## config.mk

```make
export PLATFORM = sky130hd
export DESIGN_NAME = snd_mixer
export DESIGN_NICKNAME = d
export VERILOG_FILES = /design/src/design/snd_pkg.sv /design/src/design/snd_mixer.sv
export VERILOG_INCLUDE_DIRS = /design/src /design/src/design
export SDC_FILE = /design/constraint.sdc
export NUM_CORES = 1
export LEC_CHECK = 0
export BUFFER_PORTS_ARGS = -buffer_cell sky130_fd_sc_hd__buf_2
export CAP_MARGIN = 10
export CORE_MARGIN = 8
export CORE_UTILIZATION = 40
export CTS_CLUSTER_DIAMETER = 150
export DETAILED_ROUTE_END_ITERATION = 10
export SKIP_LAST_GASP = 1
export SYNTH_ARGS = -nofsm -noshare
export SYNTH_HDL_FRONTEND = slang
export SYNTH_SLANG_ARGS = --single-unit
```

## constraint.sdc

```tcl
create_clock -name clk -period 11.4 [get_ports clk]
set_input_delay 1.14 -clock clk [delete_from_list [all_inputs] [get_ports clk]]
set_output_delay 1.14 -clock clk [all_outputs]
set_load 0.02 [all_outputs]
```

## src/design/snd_macros.svh

```systemverilog
// address map, bus and memory widths, mixer enable ratio and gain factors
`ifndef SND_MACROS_SVH
`define SND_MACROS_SVH

// sound cpu bus
`define SND_AW        16
`define SND_DW        8

// memories behind the bus
`define SND_ROM_AW    15        // 32 KiB program rom, 0000-7fff
`define SND_RAM_AW    11        // 2 KiB work ram, 8000-87ff

// single-byte registers
`define SND_LATCH_ADR 16'hA000
`define SND_GAIN_ADR  16'hA800

// mixer cadence, n pulses every m clocks
`define SND_CEN_N     11
`define SND_CEN_M     500

// 4.4 fixed point volume factors
`define SND_GAIN_0    8'h18     // about 1.5x
`define SND_GAIN_1    8'h3F
`define SND_GAIN_2    8'h7F
`define SND_GAIN_3    8'hFF     // almost 16x

`endif
```

## src/design/snd_pkg.sv

```systemverilog
// wishbone request/response structs, decode select struct and gain code type
`include "snd_macros.svh"

package snd_pkg;

    // master to slave, cyc and stb merged into one strobe
    typedef struct packed {
        logic [`SND_AW-1:0] adr;
        logic [`SND_DW-1:0] dat;
        logic               we;
        logic               stb;    // cyc & stb
    } wb_req_t;

    // slave to master
    typedef struct packed {
        logic [`SND_DW-1:0] dat;
        logic               ack;
    } wb_rsp_t;

    // one-hot decode, all low while the strobe is low
    typedef struct packed {
        logic rom;
        logic ram;
        logic latch;
        logic gain;
        logic none;     // unmapped address
    } snd_sel_t;

    // volume code, picks one of four 4.4 factors
    typedef logic [1:0] gain_code_t;

endpackage

```

## src/design/snd_mixer.sv

```systemverilog
// fm and adpcm voice mix with gain, saturation and sample strobe
`timescale 1ns/1ps
`include "snd_macros.svh"

module snd_mixer (
    input  logic                 clk,
    input  logic                 rst,
    input  logic                 cen,
    input  snd_pkg::gain_code_t  gain,
    input  logic signed [15:0]   fm_snd,
    input  logic signed [13:0]   adpcm_snd,
    output logic signed [15:0]   sound,
    output logic                 sample
);

    localparam int SUM_W  = 20;
    localparam int PROD_W = SUM_W + 9;          // times signed 9-bit gain
    localparam int SCL_W  = PROD_W - 4;
    localparam logic signed [SCL_W-1:0] MAX_S = 32767;
    localparam logic signed [SCL_W-1:0] MIN_S = -32768;

    logic signed [17:0]       adpcm_ext;        // adpcm << 4
    logic signed [SUM_W-1:0]  mix_sum;
    logic        [7:0]        gain_f;           // 4.4 factor
    logic signed [PROD_W-1:0] prod;
    logic signed [SCL_W-1:0]  scaled;
    logic signed [15:0]       sat;

    assign adpcm_ext = {adpcm_snd, 4'd0};
    // adpcm weighted 1.5x against fm
    assign mix_sum   = fm_snd + adpcm_ext + (adpcm_ext >>> 1);

    always_comb begin
        case (gain)
            2'd0:    gain_f = `SND_GAIN_0;
            2'd1:    gain_f = `SND_GAIN_1;
            2'd2:    gain_f = `SND_GAIN_2;
            default: gain_f = `SND_GAIN_3;
        endcase
    end

    assign prod   = mix_sum * $signed({1'b0, gain_f});
    assign scaled = prod[PROD_W-1:4];           // drop the 4 fraction bits

    always_comb begin
        if (scaled > MAX_S)
            sat = 16'sh7FFF;
        else if (scaled < MIN_S)
            sat = -16'sh8000;
        else
            sat = scaled[15:0];
    end

    always_ff @(posedge clk) begin
        if (rst) begin
            sound  <= '0;
            sample <= 1'b0;
        end else begin
            sample <= cen;                      // aligned with the new sound
            if (cen)
                sound <= sat;
        end
    end

endmodule

```

* After elaboration in Yosys (flattened, before gate mapping) *
Index checks and enable logic that the tools add are counted.

word-level totals
  word-level logic and storage cells = 13
  register bits after elaboration = 17
  input bits = 35
  output and inout bits = 17

operators by class
  muxes and demuxes = 3
  $add $sub $neg = 2
  magnitude comparators = 2
  equality and inequality tests = 2
  multiply operators = 1
  reductions and logical operators = 1

operators by type and width
  kind                  count
  $mux 16               2
  $mul 20x9->29         1
  $gt 25x16->1 const B  1
  $lt 25x16->1 const B  1
  $pmux 8 s3            1
  $add 19x17->20        1
  $add 16x18->19        1
  $eq 2x1->1 const B    1
  $eq 2x2->1 const B    1
  $logic_not 2->1       1

* Logic depth before layout (Yosys ltp) *
  depth in word-level cells = 6
  mapped depth = 34
  gate-level depth less buffers = 32

* Least setup slack after synthesis *
OpenSTA, ideal clock, no wires.

  kind = input -> register
  start = input fm_snd[4]
  end = register sound[11]
  stages = 32
  data required time = 11.268 ns
  arrival = 8.301 ns
  buffers on the path = 1
  setup slack = 2.967 ns
  library setup time = 0.132 ns
  path through = fa_1 > ha_1 > fa_1 > a21o_1 > a21oi_1 > o21a_1 > o21ai_1 > a21o_1 > a21o_1 > a21oi_1 > o21bai_1 > xnor2_2 > mux2_2 > ha_1 > o21bai_1 > fa_1 > fa_1 > inv_1 > fa_1 > inv_1 > ha_1 > nand2_1 > o21ai_1 > o21ai_0 > or2b_2 > a41o_1 > a21oi_2 > xor2_1 > nand4_1 > o32ai_4 > buf_6 > o32ai_1

between the ends
  word-level cells in the longest chain between the ends = 6
  elaborated cells on any way between the ends = 7
  those cells by class = 2 x add/sub; 1 x mul; 2 x order compare; 2 x mux

ends and longest elaborated chain
  what                  line             RTL
  from (decl)           snd_mixer.sv:10  input logic signed [15:0] fm_snd,
  $add 16x18->19 *      snd_mixer.sv:31  assign mix_sum = fm_snd + adpcm_ext + (adpcm_ext >>> 1);
  $add 19x17->20 *      snd_mixer.sv:31
  $mul 20x9->29 *       snd_mixer.sv:42  assign prod = mix_sum * $signed({1'b0, gain_f});
  $lt 25x16->1          snd_mixer.sv:48  else if (scaled < MIN_S)
  $mux 16               snd_mixer.sv:48
  $mux 16 *             snd_mixer.sv:46  if (scaled > MAX_S)
  to (signal assigned)  snd_mixer.sv:61  sound <= sat;
  to (decl)             snd_mixer.sv:12  output logic signed [15:0] sound,

Mark *: on every way between the ends. The rest lies on a longest branch, timed or not.
A chain may end at the register's enable or synchronous reset.

* Worst setup path in the final report *
  start = input fm_snd[5]
  end = register sound[11]

Same word-level chain as after synthesis.

==> qor.csv <==
stage,metric,value,unit
run_status,status,completed,
global_routing,grt_pass1_vias,5416,
critical_path,cp_max_fo,15,
global_routing,grt.busiest_layer,met2,
cells_and_area,final_nets,1051,
synthesis,syn_area,6878,um^2
synthesis,yosysTopAreaCellShare,35.51,%
critical_path,critPathKind,in2reg,
sta,setup_viol_count_final,0,
critical_path,critPathCaptureType,flip-flop,
floorplanning,ios,52,
cells_and_area,area_growth_syn_to_layout,7.477,%
cts,postCtsSetupBuffers,0,
sta,setup-tns-final,0,ns
cts,cts.repair.resized,0,
route,first_iter_violations,228,
synthesis,synth_commonest_cells,"194 x inv_1, 122 x fa_1, 81 x ha_1",
cells_and_area,drive_gt1_share,10.10,%
global_routing,antenna_found_initial,0,
global_routing,met3_usage,0.9228,%
global_routing,grt_max_degree,33,
critical_path,cp.arrival,9.19,ns
cts,root_buffer,clkbuf_16,
place,port_buffers,51,
cells_and_area,fill_cells,1766,
cells_and_area,diodes,0,
sta,hold_violations,0,
cts,tritoncts,done,
synthesis,yosysWarnings,0,
critical_path,cp.required,11.51,ns
flow_run,maxCapViolations,0,
cts,htree_levels,1,
floorplanning,die_height,147.1,um
floorplanning,start_util,40.32,%
floorplanning,rows,48,
synthesis,syn_area_per_cell,8.898,um^2
sta,finClkSkew,0,ns
critical_path,r2r_slack,10.43,ns
floorplanning,coreArea,17060,um^2
synthesis,synth_cell_types,65,
synthesis,yosys_most_used_dff,dfxtp_1,
global_routing,grt_use_met1,16.76,%
global_routing,grtUsageTotal,13.61,%
sta,layout_min_cycle_time,9.082,ns
route,num_vias,5045,
route,final_antenna_net_count,0,
synthesis,synth_most_common_cell,inv_1,
cts,clockBufferDepth,2,
cts,holdBufCountCts,0,
global_routing,grt_pass1_wl,25140,um
global_routing,grtUsageMet2,26.17,%
synthesis,yosys-top-cells-area,"fa_1 36%, ha_1 15%, inv_1 11%, dfxtp_1 4.9%, nor2_1 4.0%",
synthesis,async_reset_ff_share,0,%
global_routing,grt-ovfl-total,0,
cts,cts_buffers,3,
cts,clock_latency,0.24,ns
route,wl,13960,um
floorplanning,dieArea,21650,um^2
route,post_drt_via_cell_ratio,4.865,
route,dr.pass1.iters,4,
synthesis,syn-num-nets,1011,
synthesis,ys_seq_elements,17,
place,finalWeightedCongestion,0.8173,
critical_path,crit_path_start_kind,input port,
floorplanning,die-width,147.1,um
cts,clk_pin_slew,0.05,ns
route,drc,0,
route,wl_per_cell,13.46,um
sta,slew_violations,0,
synthesis,synth_cells,773,
cts,clock-sinks,17,
synthesis,synth_edf_count,0,
sta,fmax,110.1,MHz
sta,finalCritPeriodShare,79.67,%
place,hpwlAfterDp,12150,um
synthesis,seq_area_frac_synth,4.948,%
synthesis,synth_area_leader_cell,fa_1,
sta,worst_pin_slew,0.9273,ns
hold_path,hold_class,reg2reg,
sta,rsz0062_at_grt,false,
sta,slew_headroom,37.97,%
[final cells by class]
class	instances	area, um^2	area share, %
multi-input combinational	545	5700	77.12
clock buffer	4	78.83	1.066
tap	225	281.5	3.808
timing repair buffer	52	262.8	3.555
inverter	194	728.2	9.851
sequential	17	340.3	4.604
[worst paths after layout]
path	endpoint	startpoint	cells past startpoint
max	sound[11]	fm_snd[5]	28
min	sound[15]	sound[15]	2
max reg2reg	sound[11]	sound[11]	3
min reg2reg	sound[15]	sound[15]	2
[sequential cells by signal, summed over array words and instances, names as in the netlist]
register and count:
sample 1, sound 16
[placed cells by master (no fill, tap or decap), types with 4 or more instances in the layout]
cell type,synthesis,routed
nand2b_1,7,7
a21oi_1,30,30
o211ai_1,4,4
inv_1,194,194
o21a_1,7,7
nor2_1,74,74
fa_1,122,122
and3_1,6,6
ha_1,81,81
xnor2_1,30,30
buf_2,0,51
or3_1,13,13
and2_1,15,15
xor2_1,14,14
nor2b_1,5,5
o21ai_0,11,11
nand4_1,4,4
dfxtp_1,17,17
o21bai_1,8,8
a21o_1,14,14
nand2_1,31,31
o32ai_1,13,13
[logic make-up after synthesis]
family	Yosys count	synth area share, %
compound gates	122	13.97
flops	17	4.948
simple gates	171	12.04
buf+inv	211	12.17
mux	2	0.3093
fa+ha+maj	203	50.25
xor+xnor	47	6.313
[stage by stage]
stage	utilization [%]	hold slack (ns)	cell area, um^2	setup slack, ns	cells
after floorplan	-	0.5417	6878	2.967	773
after global placement	42.88	0.4550	7313	2.238	1033
after detailed placement	42.88	0.4619	7313	2.039	1033
after CTS	43.34	0.4699	7392	2.260	1037
after global routing	43.34	0.5229	7392	1.648	1037
final	43.34	0.4704	7392	2.318	1037
[critical path, cell delays in order]
cell and delay [ns]:
buf_2 0.11, fa_1 0.52, ha_1 0.31, a21o_1 0.19, a211o_1 0.32, a21oi_4 0.21
a31oi_2 0.15, a21oi_4 0.18, xor2_1 0.75, nand2_1 0.36, inv_1 0.31, ha_1 0.31
fa_1 0.49, fa_1 0.49, inv_1 0.05, fa_1 0.52, inv_1 0.04, ha_1 0.37
nand2_1 0.10, o21ai_1 0.08, o21ai_0 0.14, or2b_2 0.30, a41o_1 0.22, a21oi_2 0.17
xor2_1 0.30, nand4_1 0.20, o32ai_4 0.64, o32ai_1 0.18
[routing by layer]
| layer | routed length (um) | vias to the layer above | part of all wire (%) |
|---|---|---|---|
| met5 | 0 | - | 0 |
| met4 | 58 | 0 | 0.42 |
| met3 | 269 | 6 | 1.9 |
| met2 | 7451 | 49 | 53 |
| met1 | 6182 | 2475 | 44 |
| li1 | - | 2515 | - |
Power is left out: the tool's default activity adds up to more than one toggle a clock period on the data nets, which glitch-free logic cannot reach.
