## config.mk

```make
export PLATFORM = sky130hd
export DESIGN_NAME = snd_bus_ctrl
export DESIGN_NICKNAME = d
export VERILOG_FILES = /design/src/design/snd_pkg.sv /design/src/design/snd_bus_ctrl.sv
export VERILOG_INCLUDE_DIRS = /design/src /design/src/design
export SDC_FILE = /design/constraint.sdc
export NUM_CORES = 1
export LEC_CHECK = 0
export BUFFER_PORTS_ARGS = -buffer_cell sky130_fd_sc_hd__buf_4
export CAP_MARGIN = 20
export CORE_UTILIZATION = 39
export DETAILED_ROUTE_END_ITERATION = 8
export PLACE_DENSITY = 0.85
export SETUP_SLACK_MARGIN = 0.05
export SLEW_MARGIN = 20
export SYNTH_ARGS = -nofsm -noshare
export SYNTH_HDL_FRONTEND = slang
export SYNTH_SLANG_ARGS = --single-unit
export TNS_END_PERCENT = 20
```

## constraint.sdc

```tcl
create_clock -name clk -period 4.67 [get_ports clk]
set_input_delay 0 -clock clk [delete_from_list [all_inputs] [get_ports clk]]
set_output_delay 0 -clock clk [all_outputs]
set_load 0.03 [all_outputs]
```

## src/design/snd_macros.svh

```systemverilog
// address map, bus and memory widths, mixer enable ratio and gain factors
`ifndef SND_MACROS_SVH
`define SND_MACROS_SVH

// sound cpu bus
`define SND_AW        16
`define SND_DW        8

// memories behind the bus
`define SND_ROM_AW    15        // 32 KiB program rom, 0000-7fff
`define SND_RAM_AW    11        // 2 KiB work ram, 8000-87ff

// single-byte registers
`define SND_LATCH_ADR 16'hA000
`define SND_GAIN_ADR  16'hA800

// mixer cadence, n pulses every m clocks
`define SND_CEN_N     11
`define SND_CEN_M     500

// 4.4 fixed point volume factors
`define SND_GAIN_0    8'h18     // about 1.5x
`define SND_GAIN_1    8'h3F
`define SND_GAIN_2    8'h7F
`define SND_GAIN_3    8'hFF     // almost 16x

`endif
```

## src/design/snd_pkg.sv

```systemverilog
// wishbone request/response structs, decode select struct and gain code type
`include "snd_macros.svh"

package snd_pkg;

    // master to slave, cyc and stb merged into one strobe
    typedef struct packed {
        logic [`SND_AW-1:0] adr;
        logic [`SND_DW-1:0] dat;
        logic               we;
        logic               stb;    // cyc & stb
    } wb_req_t;

    // slave to master
    typedef struct packed {
        logic [`SND_DW-1:0] dat;
        logic               ack;
    } wb_rsp_t;

    // one-hot decode, all low while the strobe is low
    typedef struct packed {
        logic rom;
        logic ram;
        logic latch;
        logic gain;
        logic none;     // unmapped address
    } snd_sel_t;

    // volume code, picks one of four 4.4 factors
    typedef logic [1:0] gain_code_t;

endpackage

```

## src/design/snd_bus_ctrl.sv

```systemverilog
// wishbone slave fsm with address decode, rom wait states, read mux and gain register
`timescale 1ns/1ps
`include "snd_macros.svh"

module snd_bus_ctrl (
    input  logic                   clk,
    input  logic                   rst,
    input  snd_pkg::wb_req_t       wb_req,
    output snd_pkg::wb_rsp_t       wb_rsp,
    output logic [`SND_ROM_AW-1:0] rom_addr,
    output logic                   rom_cs,
    input  logic [`SND_DW-1:0]     rom_data,
    input  logic                   rom_ok,
    output snd_pkg::snd_sel_t      sel,
    input  logic [`SND_DW-1:0]     ram_dout,
    input  logic [`SND_DW-1:0]     latch_dout,
    output snd_pkg::gain_code_t    gain
);

    typedef enum logic [1:0] {
        st_idle,
        st_rom_wait,
        st_ack
    } state_t;

    state_t              state;
    logic [`SND_DW-1:0]  rom_q;     // rom byte captured on rom_ok
    logic [`SND_DW-1:0]  rd_mux;
    logic                is_ram;

    // 8000-87ff is the top bit set with the bits above the ram index clear
    assign is_ram = wb_req.adr[`SND_AW-1] &&
                    (wb_req.adr[`SND_AW-2:`SND_RAM_AW] == '0);

    always_comb begin
        sel = '0;
        if (wb_req.stb) begin
            if (!wb_req.adr[`SND_AW-1])
                sel.rom = 1'b1;                             // 0000-7fff
            else if (is_ram)
                sel.ram = 1'b1;
            else if (wb_req.adr == `SND_LATCH_ADR)
                sel.latch = 1'b1;
            else if (wb_req.adr == `SND_GAIN_ADR)
                sel.gain = 1'b1;
            else
                sel.none = 1'b1;
        end
    end

    assign rom_addr = wb_req.adr[`SND_ROM_AW-1:0];

    always_ff @(posedge clk) begin
        if (rst) begin
            state  <= st_idle;
            rom_cs <= 1'b0;
        end else begin
            case (state)
                st_idle: begin
                    if (sel.rom) begin
                        state  <= st_rom_wait;
                        rom_cs <= 1'b1;                     // held until rom_ok
                    end else if (wb_req.stb) begin
                        state <= st_ack;                    // fixed 1 cycle latency
                    end
                end
                st_rom_wait: begin
                    if (rom_ok) begin
                        state  <= st_ack;
                        rom_cs <= 1'b0;
                    end
                end
                default: state <= st_idle;                  // ack lasts one cycle
            endcase
        end
    end

    // rom byte taken when rom_ok comes
    always_ff @(posedge clk) begin
        if (state == st_rom_wait && rom_ok)
            rom_q <= rom_data;
    end

    // gain register written in the ack cycle
    always_ff @(posedge clk) begin
        if (rst)
            gain <= 2'd3;                                   // loudest after reset
        else if (state == st_ack && sel.gain && wb_req.we)
            gain <= wb_req.dat[1:0];
    end

    always_comb begin
        case (1'b1)
            sel.rom:   rd_mux = rom_q;
            sel.ram:   rd_mux = ram_dout;
            sel.latch: rd_mux = latch_dout;
            sel.gain:  rd_mux = {6'd0, gain};
            sel.none:  rd_mux = 8'hFF;                      // unmapped reads
            default:   rd_mux = '0;                         // no access open
        endcase
    end

    assign wb_rsp.dat = rd_mux;
    assign wb_rsp.ack = (state == st_ack);

    // the fsm always passes through idle after an ack
    a_ack_single: assert property (@(posedge clk) disable iff (rst)
        wb_rsp.ack |=> !wb_rsp.ack);

endmodule

```

; Word level (Yosys, flattened, before mapping)
; Cells that the tools add are included.
; W data, S select, Z words.
[word_totals]
register_bits = 13
inputBits = 53
out_inout_bits = 32
word_cells = 41
[op_classes]
eq_ne = 7
mux = 21
n_reduce_logical = 9
[ops]
columns = operator, n
row1 = $mux W8, 5
row2 = $eq A16 B16 Y1 const B, 2
row3 = $mux W2, 4
row4 = $mux W1, 7
row5 = $mux W5, 1
row6 = $logic_and A1 B1 Y1, 4
row7 = $logic_not A4 Y1, 1
row8 = $mux W4, 1
row9 = $ne A2 B2 Y1 const B, 2
row10 = $pmux W2 S2, 1
row11 = $mux W3, 1
row12 = $ne A3 B3 Y1 const B, 1
row13 = $reduce_and A3 Y1, 1
row14 = $eq A2 B1 Y1 const B, 1
row15 = $eq A2 B2 Y1 const B, 1
row16 = $logic_not A2 Y1, 1
row17 = $pmux W1 S2, 1
row18 = $reduce_and A2 Y1, 1
row19 = $reduce_bool A2 Y1, 1

; Longest topological paths before layout
[logic_depth]
ltp_word = 11
depth_mapped = 5
mapped_depth_nobuf = 4

; Least setup slack after synthesis
; Ideal clock, no wire load.
[synth_path]
path_type = register to register
startpoint = reg state[0]
endpoint = reg rom_q[0], enable pin
setup_ns = 0.385
arrival_time_ns = 1.085
required_ns = 4.285
path_slack_ns = 3.200
path_stages_with_launch = 2
n_path_buf = 0
period_less_slack_ns = 1.470
path_cell_list = dfxtp_1 nor3b_1
[synth_via]
elab_chain_len = 2
[synth_lines]
columns = item, line_no
row1 = start: declaration, snd_bus_ctrl.sv:26  ; state_t state;
row2 = start signal: assignment, snd_bus_ctrl.sv:55  ; state <= st_idle;
row3 = start signal: assignment, snd_bus_ctrl.sv:61  ; state <= st_rom_wait;
row4 = start signal: assignment, snd_bus_ctrl.sv:64  ; state <= st_ack;
row5 = $eq A2 B1 Y1, snd_bus_ctrl.sv:80  ; if (state == st_rom_wait && rom_ok)
row6 = $logic_and A1 B1 Y1, snd_bus_ctrl.sv:80
row7 = end signal: assignment, snd_bus_ctrl.sv:81  ; rom_q <= rom_data;
row8 = end: declaration, snd_bus_ctrl.sv:27  ; logic [`SND_DW-1:0] rom_q;
; No other way between the ends.
; A chain may end at the register's enable or synchronous reset.

; Worst setup path after layout
[layout_path]
startpoint = reg state[0]
endpoint = reg rom_q[2], enable pin
; The elaborated chain is that of the path after synthesis.

==> impl_metrics.toml <==
[setup_path]
crit_path_max_incr_delay_ns = 0.91
cp.arrival_ns = 1.63
critical_path.endpoint_type = "flop"
crit_buf_inv = 0
path_cells = "nor3b_1"
cp_max_fo = 8
path_class = "reg -> reg"
cp_slowest_cell = "nor3b_1"
cp_top_family = "simple AND/OR/NAND/NOR gates"
startpoint_type = "flop"
required_ns = 4.57

[timing]
rsz0062_at_grt = "false"
tightest_slew_ns = 1.09
relSlewSlack = 0.273
fin_skew_ns = 0.00643
finalCritPeriodShare = 0.370
hold_viol = 0
fmax_mhz = 579
final-max-slew-violation-count = 0
setup_viol_count_final = 0
tns_ns = 0
whs_ns = 0.00571
fin_crit_ns = 1.73

[detailed_routing]
routed_wl_mm = 2.87
num_vias = 1078
firstDrtPassIters = 4
viasPerCell = 5.18
drt_iter0_drc = 17
route.detailed.drc = 0
wire_per_inst_um = 13.8
drtAntennaViolNets = 0

[synthesis]
syn_avg_cell_area_um2 = 8.63
ys_types = 30
syn_nets = 157
ys_seq_area_frac = 0.379
synthDominantCellAreaShare = 0.268
ys_warn_count = 0
yosysTopAreaCell = "edfxtp_1"
synth.area.top_cells = "edfxtp_1 (27%), buf_4 (13%), dfxtp_1 (11%)"
synth-seq-cells = 13
synth_area_um2 = 897
postSynthCellCount = 104

[floorplanning]
rows = 17
die_h_um = 50.0
die-width_um = 50.0
die-area_um2 = 2500
io-pin-count = 85
core_um2 = 2190
start_util = 0.409

[status]
status = "finished clean"

[placed_design]
portBuffers = 78
gp_congestion = 0.770
dpl.hpwl_mm = 2.26

[power_and_ir_drop]
power_density_nw_per_um2 = 206
leakage_nw = 0.699
ir_worst_vdd_v = 0.000192

[min_path]
hp-class = "in -> reg"

[clock_tree]
cts_tree = "built"
clk_pin_slew_worst_paths_ns = 0.08
cts_sinks = 13
cts_hold_repair.buffers = 10
cts_made_buffers = 3
post_cts_resized = 0
clk_latency_ns = 0.28
root_buffer = "clkbuf_4"
cts_htree_levels = 1
post_cts_buffers = 0
clockBufferDepth = 2

[global_route]
grt_antenna_before_repair = 0
grt_pass1_vias = 993
grt_pass1_wl_mm = 4.17
grt_use_total = 0.224
grt_remaining_overflow = 0
grt_max_degree = 11

[flow_run]
maxCapViolCount = 0

[finish]
drive_gt1_frac = 0.478
fillers = 168
nets = 234
diodes = 0
syn2layout_area_growth_pct = 70.2
-- state kept, by name (all words and copies together) (netlist names) --
register  flops
rom_q         8
gain          2
state         2
rom_cs        1
-- cell families (layout without fill, tap and decap cells) --
family	Yosys count	after routing	synth area share
buffers and inverters	20	96	0.148
and+or+nand+nor	41	41	0.283
muxes	2	2	0.0223
DFF	13	13	0.379
AOI/OAI and AO/OA	28	28	0.167
-- final timing paths --
kind              slack [ns]  cells after the start  endpoint       from
hold / removal         0.006                      3   gain[1]  wb_req[3]
hold reg to reg         0.53                      2    rom_cs     rom_cs
setup reg to reg        2.94                      1  rom_q[2]   state[0]
setup / recovery        2.94                      1  rom_q[2]   state[0]
-- layout by cell type (no fill, tap or decap), drive strengths merged --
cell          n
a211oi        1
a21oi         9
a31oi         2
and2          2
and3b         1
and4          1
and4bb        1
buf          78
clkbuf        4
clkinv        1
dfxtp         5
dlygate4sd3  10
edfxtp        8
inv           3
mux2i         2
nand2         8
nand2b        1
nand3         5
nand4         3
nor2          8
nor2b         1
nor3          6
nor3b         1
nor4          3
o21ai        13
o21bai        1
o22ai         2
-- layer usage --
metal	up-vias	share of wire	routed length (um)	global-route usage
li1	522	-	-	-
met1	486	0.38	1090	0.229
met2	59	0.53	1510	0.428
met3	11	0.057	162	0.0185
met4	0	0.036	103	0.143
met5	-	0	0	0
-- report_power, final --
group	internal [W]	switching [W]	total (W)
clock network	0.0000332	0.0000368	0.0000700
logic	0.0000554	0.0000604	0.000116
registers	0.000125	0.00000276	0.000128
-- synth_stat cells --
cell type,count
buf_4,15
a21oi_1,9
edfxtp_1,8
nand2_1,8
nor2_1,7
o21ai_0,7
nor3_1,6
o21ai_1,6
dfxtp_1,5
nand3_1,5
inv_1,3
a31oi_1,2
and2_1,2
mux2i_1,2
nand4_1,2
nor4_4,2
o22ai_1,2
a211oi_1,1
and3b_1,1
and4_1,1
and4bb_2,1
buf_2,1
clkinv_1,1
nand2b_1,1
nand4_2,1
nor2_2,1
nor2b_1,1
nor3b_1,1
nor4_1,1
o21bai_1,1
-- layout make-up --
type                            instances  area, um^2  area share
Clock buffer                            4        26.3      0.0172
Inverter                                4        15.0     0.00984
Multi-Input combinational cell         71         424       0.278
Sequential cell                        13         340       0.223
Tap cell                               28        35.0      0.0230
Timing Repair Buffer                   88         686       0.449
-- through the flow --
stage                     instance area, um^2  utilization  worst slack (ns)  instances  power [W]
after global routing                     1530        0.697              2.86        208   0.000324
after floorplan                           897            -              3.20        104   0.000187
after global placement                   1400        0.639              3.04        194   0.000237
after detailed placement                 1400        0.639              2.95        194   0.000239
after CTS                                1530        0.697              2.94        208   0.000315
final                                    1530        0.697              2.94        208   0.000314
Note: power is estimated with default switching activity, not from simulation.
