### src/design/snd_macros.svh
// address map, bus and memory widths, mixer enable ratio and gain factors
`ifndef SND_MACROS_SVH
`define SND_MACROS_SVH

// sound cpu bus
`define SND_AW        16
`define SND_DW        8

// memories behind the bus
`define SND_ROM_AW    15        // 32 KiB program rom, 0000-7fff
`define SND_RAM_AW    11        // 2 KiB work ram, 8000-87ff

// single-byte registers
`define SND_LATCH_ADR 16'hA000
`define SND_GAIN_ADR  16'hA800

// mixer cadence, n pulses every m clocks
`define SND_CEN_N     11
`define SND_CEN_M     500

// 4.4 fixed point volume factors
`define SND_GAIN_0    8'h18     // about 1.5x
`define SND_GAIN_1    8'h3F
`define SND_GAIN_2    8'h7F
`define SND_GAIN_3    8'hFF     // almost 16x

`endif
### src/design/snd_cen_gen.sv
// fractional n-over-m clock enable for the mixer
`timescale 1ns/1ps
`include "snd_macros.svh"

module snd_cen_gen (
    input  logic clk,
    input  logic rst,
    output logic cen
);

    localparam int ACC_W = $clog2(`SND_CEN_M + `SND_CEN_N);

    logic [ACC_W-1:0] acc;
    logic [ACC_W-1:0] acc_nx;   // acc + n, before the wrap

    assign acc_nx = acc + ACC_W'(`SND_CEN_N);

    always_ff @(posedge clk) begin
        if (rst) begin
            acc <= '0;
            cen <= 1'b0;
        end else if (acc_nx >= ACC_W'(`SND_CEN_M)) begin
            acc <= acc_nx - ACC_W'(`SND_CEN_M);       // keep the remainder
            cen <= 1'b1;
        end else begin
            acc <= acc_nx;
            cen <= 1'b0;
        end
    end

    // n below m/2 means a wrap can never follow a wrap
    a_cen_gap: assert property (@(posedge clk) disable iff (rst)
        cen |=> !cen);

endmodule

### config.mk
export PLATFORM = sky130hd
export DESIGN_NAME = snd_cen_gen
export DESIGN_NICKNAME = d
export VERILOG_FILES = /design/src/design/snd_cen_gen.sv
export VERILOG_INCLUDE_DIRS = /design/src /design/src/design
export SDC_FILE = /design/constraint.sdc
export NUM_CORES = 1
export LEC_CHECK = 0
export BUFFER_PORTS_ARGS = -buffer_cell sky130_fd_sc_hd__buf_2
export CAP_MARGIN = 0
export CORE_MARGIN = 1.5
export CORE_UTILIZATION = 29
export CTS_CLUSTER_SIZE = 12
export DETAILED_ROUTE_END_ITERATION = 8
export PLACE_DENSITY_LB_ADDON = 0.15
export SLEW_MARGIN = 15
export SYNTH_ARGS = -nofsm -noshare
export SYNTH_HDL_FRONTEND = slang
export SYNTH_SLANG_ARGS = --single-unit
### constraint.sdc
create_clock -name clk -period 6.4 [get_ports clk]
set_input_delay 0.32 -clock clk [delete_from_list [all_inputs] [get_ports clk]]
set_output_delay 0.32 -clock clk [all_outputs]
set_load 0.1 [all_outputs]
# Word level (Yosys, flattened, before mapping)
# Index checks and enable logic that the tools add are counted.
# W data, S select, Z words.
[word_totals]
reg_bits = 10
inputBits = 2
elab_cells = 7
output_inout_bits = 1
[op_classes]
add_sub_neg = 2
muxes = 2
n_lt_le_gt_ge = 1
[ops]
columns = ["cell", "count"]
rows = [
  ["$add A9 B4 Y9 const B", 1],
  ["$ge A9 B9 Y1 const B", 1],
  ["$mux W9", 1],
  ["$sub A9 B9 Y9 const B", 1],
  ["$mux W1", 1],
]

# Logic depth before layout (Yosys ltp)
# Gate-level depths: netlist (run 1).
[depth]
ltp_word = 3
mapped_depth = 9
depth_no_buf = 8

# Worst setup path before layout (run 1)
# OpenSTA, ideal clock, no wires.
[synth_timing]
kind = "register -> register"
from = "register acc[0]"
to = "register acc[2]"
stages_incl_launch_ff = 9
synth_period_minus_slack_ns = 2.186
n_path_buf = 0
t_required_ns = 6.279
setup_slack_ns = 4.214
setup_time_ns = 0.121
arrival_time_ns = 2.064
cell_sequence = "dfxtp_1 -> inv_1 -> ha_1 -> and2b_2 -> nor2_1 -> ha_1 -> nand2_1 -> a2111oi_4 -> mux2_4"
[synth_via]
elab_chain_cells = 3
elab_cells_between_ends = 4
cone_classes = "add/sub (2); order compare (1); mux (1)"
[synth_lines]
columns = ["element", "line_no", "text"]
rows = [
  ["start: declaration", "snd_cen_gen.sv:13", "logic [ACC_W-1:0] acc;"],
  ["start signal: assignment", "snd_cen_gen.sv:23", "acc <= acc_nx - ACC_W'(`SND_CEN_M);"],
  ["start signal: assignment", "snd_cen_gen.sv:26", "acc <= acc_nx;"],
  ["$add A9 B4 Y9 (*)", "snd_cen_gen.sv:16", "assign acc_nx = acc + ACC_W'(`SND_CEN_N);"],
  ["net acc_nx[0]", "snd_cen_gen.sv:14", "logic [ACC_W-1:0] acc_nx;"],
  ["$sub A9 B9 Y9 or $ge A9 B9 Y1 (tied branches)", "snd_cen_gen.sv:23, snd_cen_gen.sv:22", ""],
  ["$mux W9 (*)", "snd_cen_gen.sv:22", "end else if (acc_nx >= ACC_W'(`SND_CEN_M)) begin"],
]
# Mark *: on every way through the listed nets, which the timed path passes. The rest lies on a longest branch.
# A chain may end at the register's enable or synchronous reset.

# Worst setup path in the final report (run 1)
# Same ends and word-level chain as after synthesis.

==> flow_results.xml, run 1 <==
<?xml version="1.0" encoding="UTF-8"?>
<metrics>
  <group name="global_route">
    <metric name="antenna_found_initial" unit="">0</metric>
    <metric name="track_usage" unit="%">11.4</metric>
    <metric name="grt_start_max_net_pins" unit="">13</metric>
    <metric name="grt_remaining_overflow" unit="">0</metric>
    <metric name="wire_length_of_the_first_global_routing_pass" unit="microns">2160</metric>
    <metric name="grt_pass1_vias" unit="">502</metric>
  </group>
  <group name="power">
    <metric name="peakVddDrop" unit="mV">0.109</metric>
    <metric name="share_comb_of_total_power" unit="%">25.8</metric>
    <metric name="p_clk_share" unit="%">26.0</metric>
    <metric name="swShare" unit="%">33.3</metric>
    <metric name="power.net_switching" unit="uW">53.2</metric>
    <metric name="cellLeakagePower" unit="nW">0.255</metric>
    <metric name="sequentialPowerShare" unit="%">48.2</metric>
    <metric name="p_int" unit="uW">107</metric>
    <metric name="cellPowerDensity" unit="nW/um^2">225</metric>
  </group>
  <group name="detailed_routing">
    <metric name="finalWirelength" unit="microns">1250</metric>
    <metric name="avgRoutedWirePerCell" unit="microns">12.7</metric>
    <metric name="detail_route.drc_violations" unit="">0</metric>
    <metric name="detail_route.vias_per_cell" unit="">4.93</metric>
    <metric name="drt_pass1_iterations" unit="">4</metric>
    <metric name="initialDrtViolationCount" unit="">7</metric>
    <metric name="antenna_viol_nets_final" unit="">0</metric>
    <metric name="dr_total_vias" unit="">483</metric>
  </group>
  <group name="die">
    <metric name="overall_die_height" unit="microns">51.1</metric>
    <metric name="core-area" unit="sq um">2190</metric>
    <metric name="die_width" unit="microns">51.1</metric>
    <metric name="start_util" unit="%">30.7</metric>
    <metric name="count_of_pins_on_the_block_boundary" unit="">3</metric>
    <metric name="rows" unit="">17</metric>
    <metric name="die_area" unit="sq um">2610</metric>
  </group>
  <group name="clock_network">
    <metric name="root_buffer" unit="">clkbuf_4</metric>
    <metric name="post_cts_resize_count" unit="">0</metric>
    <metric name="cts_made_buffers" unit="">3</metric>
    <metric name="clock_path_buffers" unit="">2</metric>
    <metric name="clock_insertion_delay_worst_skew" unit="ns">0.26</metric>
    <metric name="cts_post_setup_buffers_inserted" unit="">0</metric>
    <metric name="reg_clk_slew_reported_paths" unit="ns">0.06</metric>
    <metric name="clock_sink_count" unit="">10</metric>
    <metric name="h-tree-depth" unit="">1</metric>
    <metric name="cts_tree" unit="">done</metric>
    <metric name="holdBufCountCts" unit="">0</metric>
  </group>
  <group name="sta">
    <metric name="maxSlewHeadroom" unit="%">66.3</metric>
    <metric name="max_clock_freq" unit="MHz">416</metric>
    <metric name="final_period_minus_worst_setup_slack" unit="ns">2.41</metric>
    <metric name="setup-tns-final" unit="ns">0</metric>
    <metric name="fin_skew" unit="ns">0.00149</metric>
    <metric name="setup_repair_after_global_routing_missed_its_margin" unit="">no</metric>
    <metric name="final_min_period_over_clock_period" unit="%">37.6</metric>
    <metric name="timing.final.hold_violations" unit="">0</metric>
    <metric name="fin_worst_hold_slack" unit="ns">0.371</metric>
    <metric name="slew_violations" unit="">0</metric>
    <metric name="tightestPinTransition" unit="ns">0.506</metric>
    <metric name="report.final.setup_viol" unit="">0</metric>
  </group>
  <group name="run_status">
    <metric name="run_status" unit="">complete, no violations</metric>
  </group>
  <group name="synth">
    <metric name="synth_seq_cells" unit="">10</metric>
    <metric name="syn_area_per_cell" unit="sq um">9.88</metric>
    <metric name="synth_enable_flop_cells" unit="">0</metric>
    <metric name="number_of_unique_standard_cell_types_used_by_synthesis" unit="">32</metric>
    <metric name="netlist_area" unit="sq um">672</metric>
    <metric name="syn_inst" unit="">68</metric>
    <metric name="synth_ff_type" unit="">dfxtp_1</metric>
    <metric name="syn-num-nets" unit="">74</metric>
    <metric name="yosysSeqAreaShare" unit="%">29.8</metric>
    <metric name="postSynth.asyncResetShare" unit="%">0</metric>
    <metric name="yosysWarningCount" unit="">0</metric>
  </group>
  <group name="final_layout">
    <metric name="fraction_of_final_layout_cells_sized_beyond_drive_strength_1" unit="%">22.9</metric>
    <metric name="antenna_cells" unit="">0</metric>
    <metric name="finish.net_count" unit="">78</metric>
    <metric name="area_growth" unit="%">5.59</metric>
  </group>
  <group name="placement">
    <metric name="port_buffers" unit="">2</metric>
    <metric name="place.gp.congestion" unit="">0.660</metric>
    <metric name="detailedPlacementHpwl" unit="microns">949</metric>
  </group>
  <group name="worst_setup_path">
    <metric name="critPathLaunch" unit="">acc[0]</metric>
    <metric name="cp-start-kind" unit="">register</metric>
    <metric name="worstPathMaxFanout" unit="">6</metric>
    <metric name="critPathKind" unit="">reg2reg</metric>
    <metric name="slowest_stage" unit="">a2111oi_4</metric>
    <metric name="worstSetupEndpointType" unit="">register</metric>
    <metric name="biggest_cell_delay_along_the_critical_path" unit="ns">0.56</metric>
    <metric name="critical_path.most_common_cell" unit="">ha_1</metric>
    <metric name="worstPathCellList" unit="">inv_1, ha_1, and2b_2, nor2_1, ha_1, nand2_1, a2111oi_4, mux2_4</metric>
    <metric name="worstPathRequired" unit="ns">6.55</metric>
    <metric name="worstPathArrival" unit="ns">2.56</metric>
    <metric name="r2r-start" unit="">acc[0]</metric>
  </group>
  <group name="min_path">
    <metric name="min_path_type" unit="">in2reg</metric>
    <metric name="min-delay-start" unit="">rst</metric>
  </group>
  <group name="job">
    <metric name="maxCapViolations" unit="">0</metric>
  </group>
</metrics>
placed cells by master (no fill, tap or decap), types with 2 or more instances in the layout:
master,count
dfxtp_1,10
nor2_1,7
inv_1,5
xor2_1,4
ha_1,4
nand2_1,3
o21ai_0,3
nor3_1,3
a211oi_1,3
clkbuf_4,3
mux2_4,2
o211ai_1,2
buf_2,2
worst max-delay path, delay by kind of cell (launching register included):
kind / cells / cell delay [ns]
flip-flops: 1 / 0.42
AO/OA/AOI/OAI: 1 / 0.56
multiplexers: 1 / 0.34
AND/OR/NAND/NOR: 3 / 0.49
adder cells (fa/ha/maj): 2 / 0.42
buffers and inverters: 1 / 0.07
logic make-up after synthesis:
logic type | after synthesis | synth area share, %
AND/OR/NAND/NOR | 24 | 22.2
flip-flops | 10 | 29.8
adder cells (fa/ha/maj) | 4 | 7.45
XOR/XNOR | 5 | 6.52
buffers and inverters | 8 | 7.26
AO/OA/AOI/OAI | 15 | 22.3
multiplexers | 2 | 4.47
metrics by stage:
step / power, mW / area, sq um / worst slack [ns] / utilization, % / cells
finish: 0.160 / 709 / 3.99 / 32.4 / 98
global route: 0.172 / 709 / 3.85 / 32.4 / 98
CTS: 0.162 / 709 / 3.99 / 32.4 / 98
detailed placement: 0.120 / 687 / 4.01 / 31.4 / 95
global placement: 0.119 / 687 / 4.05 / 31.4 / 95
floorplan: 0.113 / 672 / 4.21 / - / 68
cell usage after synthesis, drive strengths merged (2+ instances only):
| cell type | n | share of area, % |
|---|---|---|
| nand2 | 3 | 1.7 |
| o21ai | 3 | 2.2 |
| a211oi | 3 | 3.4 |
| xor2 | 4 | 5.2 |
| nor2b | 2 | 3.0 |
| o21a | 2 | 3.4 |
| o211ai | 2 | 2.2 |
| nor3 | 3 | 2.2 |
| dfxtp | 10 | 30 |
| ha | 4 | 7.4 |
| mux2 | 2 | 4.5 |
| nor2 | 7 | 3.9 |
| inv | 5 | 2.8 |
| buf | 3 | 4.5 |
| and2b | 2 | 2.4 |
final cells by class:
class / count / area, sq um
timing repair buffer: 2 / 10.0
sequential: 10 / 200
inverter: 5 / 18.8
clock buffer: 3 / 22.5
fill: 229 / 1480
tap: 28 / 35.0
multi-input combinational: 50 / 423
flip-flops by register name, indices dropped and copies added (netlist names):
signal / cells
acc: 9
cen: 1
worst paths after layout:
path	to	slack, ns	depth (start not counted)
setup / recovery	acc[2]	3.99	8
hold reg to reg	acc[0]	0.51	1
hold / removal	acc[1]	0.37	2
setup reg to reg	acc[2]	3.99	8
layer usage:
metal  vias up  GRT usage [%]  share of wire (%)
met2         6           18.2                 45
met4         0           9.46                3.2
li1        248              -                  -
met1       224           13.2                 50
met5         -              0                  0
met3         5           1.75                1.8
power groups by stage:
stage	combinational, mW	sequential [mW]	clock, mW
finish	0.0413	0.0771	0.0416
global route	0.0469	0.0780	0.0473
CTS	0.0417	0.0768	0.0435
detailed placement	0.0413	0.0782	0
global placement	0.0403	0.0783	0
floorplan	0.0397	0.0733	0
Power figures use the tool's default switching activity.
==> run 2: changes to the inputs <==
ABC_AREA = 1   (was default)
clock period = 2.1 ns   (was 6.4 ns; I/O delays follow)
==> run 2 against run 1 <==
Final cell count increased by 33%. Clock power increased to 3.0 times the previous value. Area after synthesis decreased by 3.4%. Global-route usage decreased by 0.63 points. Combinational power increased to 3.8 times the previous value. Maximum frequency increased by 38%. Routed wire length decreased by 12%. Clock-buffer cell count unchanged. First-iteration DRC count decreased by 71%. Power increased to 3.2 times the previous value. Critical path type unchanged. Critical endpoint is now acc[3]. Register-to-register slack got worse by 3.6 ns. Sequential power increased to 2.9 times the previous value.
==> flow_results.xml, run 2 <==
<?xml version="1.0" encoding="UTF-8"?>
<metrics>
  <group name="run_status">
    <metric name="run_status" unit="">complete, no violations</metric>
  </group>
  <group name="clock_network">
    <metric name="root_buffer" unit="">clkbuf_4</metric>
    <metric name="reg_clk_slew_reported_paths" unit="ns">0.06</metric>
    <metric name="h-tree-depth" unit="">1</metric>
    <metric name="post_cts_resize_count" unit="">0</metric>
    <metric name="holdBufCountCts" unit="">0</metric>
    <metric name="clock_path_buffers" unit="">2</metric>
    <metric name="cts_made_buffers" unit="">3</metric>
    <metric name="clock_sink_count" unit="">10</metric>
    <metric name="clock_insertion_delay_worst_skew" unit="ns">0.26</metric>
    <metric name="cts_tree" unit="">done</metric>
    <metric name="cts_post_setup_buffers_inserted" unit="">0</metric>
  </group>
  <group name="sta">
    <metric name="postLayoutSetupSlackWorst" unit="ns">0.355</metric>
    <metric name="setup-tns-final" unit="ns">0</metric>
    <metric name="final_min_period_over_clock_period" unit="%">83.1</metric>
    <metric name="max_clock_freq" unit="MHz">573</metric>
    <metric name="slew_violations" unit="">0</metric>
    <metric name="timing.final.hold_violations" unit="">0</metric>
    <metric name="report.final.setup_viol" unit="">0</metric>
    <metric name="maxSlewHeadroom" unit="%">67.8</metric>
    <metric name="setup_repair_after_global_routing_missed_its_margin" unit="">no</metric>
    <metric name="tightestPinTransition" unit="ns">0.486</metric>
    <metric name="fin_skew" unit="ns">0.000822</metric>
    <metric name="final_period_minus_worst_setup_slack" unit="ns">1.75</metric>
  </group>
  <group name="synth">
    <metric name="synth.top_cells.by_count" unit="">26 x nand2_1, 17 x inv_1, 12 x nor2_1</metric>
    <metric name="synth_ff_type" unit="">dfxtp_1</metric>
    <metric name="number_of_unique_standard_cell_types_used_by_synthesis" unit="">18</metric>
    <metric name="netlist_area" unit="sq um">649</metric>
    <metric name="synth_seq_cells" unit="">10</metric>
    <metric name="synth_enable_flop_cells" unit="">0</metric>
    <metric name="yosysSeqAreaShare" unit="%">30.8</metric>
    <metric name="syn_area_per_cell" unit="sq um">6.63</metric>
    <metric name="largest_area_contributor_in_the_netlist" unit="">dfxtp_1</metric>
    <metric name="post-synth-top-area-fraction" unit="%">30.8</metric>
    <metric name="synth.top_cells.by_area" unit="">dfxtp_1 31%, nand2_1 15%, inv_1 9.8%, ha_1 7.7%, nand3_1 6.9%</metric>
    <metric name="syn_inst" unit="">98</metric>
    <metric name="postSynth.asyncResetShare" unit="%">0</metric>
    <metric name="yosysWarningCount" unit="">0</metric>
    <metric name="syn-num-nets" unit="">104</metric>
    <metric name="synth.most_common_cell" unit="">nand2_1</metric>
  </group>
  <group name="detailed_routing">
    <metric name="initialDrtViolationCount" unit="">2</metric>
    <metric name="detail_route.drc_violations" unit="">0</metric>
    <metric name="avgRoutedWirePerCell" unit="microns">8.46</metric>
    <metric name="antenna_viol_nets_final" unit="">0</metric>
    <metric name="drt_pass1_iterations" unit="">4</metric>
    <metric name="detail_route.vias_per_cell" unit="">4.23</metric>
    <metric name="dr_total_vias" unit="">550</metric>
    <metric name="finalWirelength" unit="microns">1100</metric>
  </group>
  <group name="global_route">
    <metric name="antenna_found_initial" unit="">0</metric>
    <metric name="grt_pass1_vias" unit="">496</metric>
    <metric name="wire_length_of_the_first_global_routing_pass" unit="microns">1990</metric>
    <metric name="grt_remaining_overflow" unit="">0</metric>
    <metric name="track_usage" unit="%">10.7</metric>
    <metric name="grt_start_max_net_pins" unit="">9</metric>
  </group>
  <group name="placement">
    <metric name="place.gp.congestion" unit="">0.720</metric>
    <metric name="port_buffers" unit="">2</metric>
    <metric name="placed_cells" unit="">127</metric>
    <metric name="place_worst_setup_slack" unit="ns">0.353</metric>
    <metric name="place_area" unit="sq um">697</metric>
    <metric name="detailedPlacementHpwl" unit="microns">942</metric>
  </group>
  <group name="worst_setup_path">
    <metric name="biggest_cell_delay_along_the_critical_path" unit="ns">0.39</metric>
    <metric name="worstSetupEndpointType" unit="">register</metric>
    <metric name="worstPathCellList" unit="">inv_1, ha_1, xor2_1, inv_1, ha_1, nand2_1, nand3_1, nand2_1, inv_2, nand3_4, nand2_1, inv_1, nor2_1</metric>
    <metric name="slowest_stage" unit="">dfxtp_1</metric>
    <metric name="cp-start-kind" unit="">register</metric>
    <metric name="buffer_and_inverter_count_on_the_worst_path" unit="">4</metric>
    <metric name="worstPathMaxFanout" unit="">6</metric>
    <metric name="critPathKind" unit="">reg2reg</metric>
    <metric name="worstPathRequired" unit="ns">2.26</metric>
    <metric name="worstPathArrival" unit="ns">1.91</metric>
    <metric name="cell_type_group_with_the_largest_total_delay_on_the_critical_path" unit="">simple AND/OR/NAND/NOR gates</metric>
  </group>
  <group name="min_path">
    <metric name="min_path_type" unit="">in2reg</metric>
  </group>
  <group name="final_layout">
    <metric name="multi_input_area" unit="sq um">378</metric>
    <metric name="n_fill_cell" unit="">233</metric>
    <metric name="area_growth" unit="%">10.8</metric>
    <metric name="finish.net_count" unit="">111</metric>
    <metric name="fin_cells" unit="">130</metric>
    <metric name="fin_area" unit="sq um">719</metric>
    <metric name="antenna_cells" unit="">0</metric>
    <metric name="highest_count_cells_in_the_layout_ignoring_fill_and_taps" unit="">26 x nand2_1, 17 x inv_1, 12 x nor2_1</metric>
    <metric name="fraction_of_final_layout_cells_sized_beyond_drive_strength_1" unit="%">13.6</metric>
    <metric name="mostFrequentLayoutCell" unit="">nand2_1</metric>
    <metric name="area_occupied_by_registers" unit="sq um">200</metric>
    <metric name="flip_flop_count_of_the_largest_register_all_copies_and_words_added" unit="">9</metric>
    <metric name="largest-register" unit="">acc</metric>
    <metric name="top_regs" unit="">acc x9, cen x1</metric>
  </group>
  <group name="power">
    <metric name="sequentialPowerShare" unit="%">44.7</metric>
    <metric name="peakVddDrop" unit="mV">0.266</metric>
    <metric name="swShare" unit="%">35.1</metric>
    <metric name="power.net_switching" unit="uW">178</metric>
    <metric name="cellPowerDensity" unit="nW/um^2">706</metric>
    <metric name="cellLeakagePower" unit="nW">0.382</metric>
    <metric name="p_clk_share" unit="%">24.6</metric>
    <metric name="p_int" unit="uW">329</metric>
    <metric name="share_comb_of_total_power" unit="%">30.7</metric>
  </group>
  <group name="die">
    <metric name="start_util" unit="%">31.8</metric>
    <metric name="die_area" unit="sq um">2530</metric>
    <metric name="overall_die_height" unit="microns">50.3</metric>
    <metric name="die_width" unit="microns">50.3</metric>
    <metric name="count_of_pins_on_the_block_boundary" unit="">3</metric>
    <metric name="core-area" unit="sq um">2040</metric>
    <metric name="rows" unit="">16</metric>
  </group>
  <group name="job">
    <metric name="maxCapViolations" unit="">0</metric>
  </group>
</metrics>
run 2: cell count changes after synthesis, moves of 3 or more:
cell | previous run | this run
nand2_1 | 3 | 26
nand3_1 | 1 | 9
nor3_1 | 3 | 0
inv_1 | 5 | 17
o21ai_0 | 3 | 0
xor2_1 | 4 | 1
nor2_1 | 7 | 12
o21ai_1 | 0 | 3
a211oi_1 | 3 | 0
nand2_2 | 0 | 3
run 2: final timing paths:
path | startpoint | end | slack (ns) | cells after the start
worst max register to register | acc[0] | acc[3] | 0.35 | 13
worst max-delay path | acc[0] | acc[3] | 0.35 | 13
worst min register to register | acc[0] | acc[0] | 0.47 | 1
worst min-delay path | rst | acc[1] | 0.11 | 2
run 2: layout make-up:
cell class / instances / share of cell area, %
clock buffers: 3 / 3.13
inverters: 18 / 9.39
multi-input cells: 69 / 52.5
flip-flops and latches: 10 / 27.8
well taps: 27 / 4.70
repair buffers: 3 / 2.43
run 2: cell families (layout without fill, tap and decap cells):
group | after synthesis | count (layout) | synth area share [%]
simple gates | 57 | 57 | 42.0
buf+inv | 19 | 24 | 11.0
flops | 10 | 10 | 30.8
compound gates | 6 | 6 | 4.62
fa+ha+maj | 4 | 4 | 7.71
xor+xnor | 2 | 2 | 3.85
run 2: per-layer routing:
layer / vias up / routed length, microns / track usage, %
met3: 5 / 12 / 1.79
met1: 229 / 565 / 12.8
met2: 5 / 472 / 16.2
met5: - / 0 / 0
li1: 311 / - / -
met4: 0 / 49 / 9.91
run 2: power by group through the flow:
stage | clock (mW) | combinational [mW] | sequential (mW)
finish | 0.125 | 0.156 | 0.227
global route | 0.144 | 0.181 | 0.230
CTS | 0.130 | 0.159 | 0.227
floorplan | 0 | 0.122 | 0.227
global placement | 0 | 0.158 | 0.231
detailed placement | 0 | 0.157 | 0.231
run 2: through the flow:
step                      util [%]  power (mW)  hold WS (ns)
after floorplan                  -       0.349         0.372
after global placement        34.1       0.390         0.380
after detailed placement      34.1       0.388         0.379
after CTS                     35.2       0.516         0.101
after global routing          35.2       0.556         0.113
final                         35.2       0.508         0.105
==> run 3: changes to the inputs <==
ABC_AREA = 0   (was 1)
clock period = 1.73 ns   (was 2.1 ns; I/O delays follow)
==> run 3 against run 2 <==
The run now ends with negative setup slack left. Critical path depth is 5 lower. Global-route usage is 2.0 points higher. Non-clock buffer count is 24 higher.
==> flow_results.xml, run 3 (synthesis results as in run 1) <==
<?xml version="1.0" encoding="UTF-8"?>
<metrics>
  <group name="run_status">
    <metric name="run_status" unit="">finished, violations left</metric>
    <metric name="violations" unit="">negative setup slack</metric>
  </group>
  <group name="die">
    <metric name="core-area" unit="sq um">2190</metric>
    <metric name="die_width" unit="microns">51.1</metric>
    <metric name="die_area" unit="sq um">2610</metric>
    <metric name="start_util" unit="%">30.7</metric>
    <metric name="rows" unit="">17</metric>
    <metric name="overall_die_height" unit="microns">51.1</metric>
    <metric name="count_of_pins_on_the_block_boundary" unit="">3</metric>
  </group>
  <group name="clock_network">
    <metric name="h-tree-depth" unit="">1</metric>
    <metric name="cts_tree" unit="">done</metric>
    <metric name="clock_path_buffers" unit="">2</metric>
    <metric name="root_buffer" unit="">clkbuf_4</metric>
    <metric name="cts_made_buffers" unit="">3</metric>
    <metric name="clock_insertion_delay_worst_skew" unit="ns">0.25</metric>
    <metric name="clock_sink_count" unit="">10</metric>
    <metric name="reg_clk_slew_reported_paths" unit="ns">0.06</metric>
  </group>
  <group name="sta">
    <metric name="fin_skew" unit="ns">0.000974</metric>
    <metric name="final_min_period_over_clock_period" unit="%">115</metric>
    <metric name="final_period_minus_worst_setup_slack" unit="ns">1.99</metric>
    <metric name="timing.final.hold_violations" unit="">0</metric>
    <metric name="postLayoutSetupSlackWorst" unit="ns">-0.262</metric>
    <metric name="tightestPinTransition" unit="ns">0.484</metric>
    <metric name="slew_violations" unit="">0</metric>
    <metric name="setup_repair_after_global_routing_missed_its_margin" unit="">yes</metric>
    <metric name="max_clock_freq" unit="MHz">502</metric>
    <metric name="maxSlewHeadroom" unit="%">68.0</metric>
    <metric name="report.final.setup_viol" unit="">7</metric>
  </group>
  <group name="final_layout">
    <metric name="finish.net_count" unit="">104</metric>
    <metric name="antenna_cells" unit="">0</metric>
    <metric name="multi_input_area" unit="sq um">558</metric>
    <metric name="area_growth" unit="%">55.3</metric>
    <metric name="top_regs" unit="">acc x9, cen x1</metric>
    <metric name="fin_util" unit="%">47.6</metric>
    <metric name="area_occupied_by_registers" unit="sq um">205</metric>
    <metric name="fin_area" unit="sq um">1040</metric>
    <metric name="flip_flop_count_of_the_largest_register_all_copies_and_words_added" unit="">9</metric>
    <metric name="n_fill_cell" unit="">215</metric>
    <metric name="fraction_of_final_layout_cells_sized_beyond_drive_strength_1" unit="%">62.5</metric>
    <metric name="mostFrequentLayoutCell" unit="">buf_4</metric>
    <metric name="fin_cells" unit="">124</metric>
    <metric name="highest_count_cells_in_the_layout_ignoring_fill_and_taps" unit="">24 x buf_4, 8 x dfxtp_1, 6 x nor2_1</metric>
    <metric name="largest-register" unit="">acc</metric>
  </group>
  <group name="placement">
    <metric name="place_area" unit="sq um">841</metric>
    <metric name="place.gp.congestion" unit="">0.743</metric>
    <metric name="port_buffers" unit="">2</metric>
    <metric name="place_worst_setup_slack" unit="ns">-0.397</metric>
    <metric name="detailedPlacementHpwl" unit="microns">1110</metric>
    <metric name="placed_cells" unit="">112</metric>
  </group>
  <group name="min_path">
    <metric name="min_delay_path_depth" unit="">2</metric>
    <metric name="holdPathEnd" unit="">acc[1]</metric>
    <metric name="min-delay-start" unit="">rst</metric>
    <metric name="min_path_type" unit="">in2reg</metric>
  </group>
  <group name="power">
    <metric name="cellPowerDensity" unit="nW/um^2">708</metric>
    <metric name="p_total" unit="uW">738</metric>
    <metric name="peakVddDrop" unit="mV">0.362</metric>
    <metric name="cellLeakagePower" unit="nW">0.417</metric>
  </group>
  <group name="detailed_routing">
    <metric name="dr_total_vias" unit="">573</metric>
    <metric name="drt_pass1_iterations" unit="">4</metric>
    <metric name="antenna_viol_nets_final" unit="">0</metric>
    <metric name="finalWirelength" unit="microns">1510</metric>
    <metric name="initialDrtViolationCount" unit="">11</metric>
    <metric name="detail_route.drc_violations" unit="">0</metric>
    <metric name="avgRoutedWirePerCell" unit="microns">12.2</metric>
    <metric name="detail_route.vias_per_cell" unit="">4.62</metric>
  </group>
  <group name="worst_setup_path">
    <metric name="cp-start-kind" unit="">register</metric>
    <metric name="worstPathRequired" unit="ns">1.87</metric>
    <metric name="reg2reg_setup_slack" unit="ns">-0.26</metric>
    <metric name="critPathKind" unit="">reg2reg</metric>
    <metric name="worst-r2r-cell-count" unit="">8</metric>
    <metric name="worstPathArrival" unit="ns">2.14</metric>
    <metric name="worstSetupEndpointType" unit="">register</metric>
    <metric name="worst_r2r_endpoint" unit="">acc[2]</metric>
    <metric name="r2r-start" unit="">acc[1]</metric>
    <metric name="worstPathMaxFanout" unit="">4</metric>
  </group>
  <group name="global_route">
    <metric name="grt_start_max_net_pins" unit="">13</metric>
    <metric name="grt_remaining_overflow" unit="">0</metric>
    <metric name="track_usage" unit="%">12.7</metric>
    <metric name="grt_pass1_vias" unit="">571</metric>
    <metric name="antenna_found_initial" unit="">0</metric>
    <metric name="wire_length_of_the_first_global_routing_pass" unit="microns">2440</metric>
  </group>
  <group name="job">
    <metric name="maxCapViolations" unit="">0</metric>
  </group>
</metrics>
## run 3: changes by cell type in the layout (fill, tap and decap cells not counted), sizes merged, moves of 3 or more
cell / delta
nand3: -9
nand2: -26
nor2b: +3
inv: -13
nor3: +3
nor2: -7
a211oi: +3
buf: +24
## run 3: metal layers
layer	GRT usage [%]	up-vias	routed length, microns
met2	21.0	5	773
met4	5.41	0	0
met3	1.75	0	42
met1	16.4	268	691
met5	0	-	0
li1	-	300	-
## run 3: through the flow
step                      TNS [ns]  hold WS [ns]
final                        -1.03         0.152
after detailed placement     -2.05         0.402
after floorplan             -0.769         0.264
after global routing         -1.90         0.157
after CTS                    -1.11         0.129
after global placement       -1.54         0.384
## run 3: layout make-up
class	count	area share [%]
multi-input cells	51	53.5
clock buffers	3	2.16
well taps	28	3.36
inverters	5	2.04
flip-flops and latches	10	19.7
repair buffers	27	19.3
## run 3: what timing repair did
action,CTS,global route
cloned,1,0
hold buffers,0,0
pin swaps,4,2
setup buffers,4,4
gates resized for setup,8,14
setup endpoints to repair,8,7
## run 3: how the worst max path moves through the flow
stage | slack (ns) | endpoint | start | cells past startpoint
2_1_floorplan | -0.26 | acc[2] | acc[0] | 8
3_3_place_gp | -0.31 | acc[3] | acc[0] | 8
3_5_place_dp | -0.40 | acc[2] | acc[0] | 7
4_1_cts | -0.27 | acc[2] | acc[1] | 9
5_1_grt | -0.37 | acc[2] | acc[1] | 8
6_report | -0.26 | acc[2] | acc[1] | 8
## run 3: critical path: stages, from the launching register on
cell and delay, ns:
dfxtp_2 0.35, inv_2 0.05, ha_4 0.17, and2b_2 0.22, a21oi_2 0.13, o22ai_2 0.12, a2111oi_4 0.35, buf_4 0.19
mux2_4 0.29
## run 3: power breakdown
group	leakage, nW	internal (mW)	total, mW	switching (mW)
Sequential	0.0829	0.251	0.270	0.0186
Clock	0.0138	0.0798	0.149	0.0689
Combinational	0.321	0.161	0.320	0.158
Total	0.417	0.493	0.738	0.246
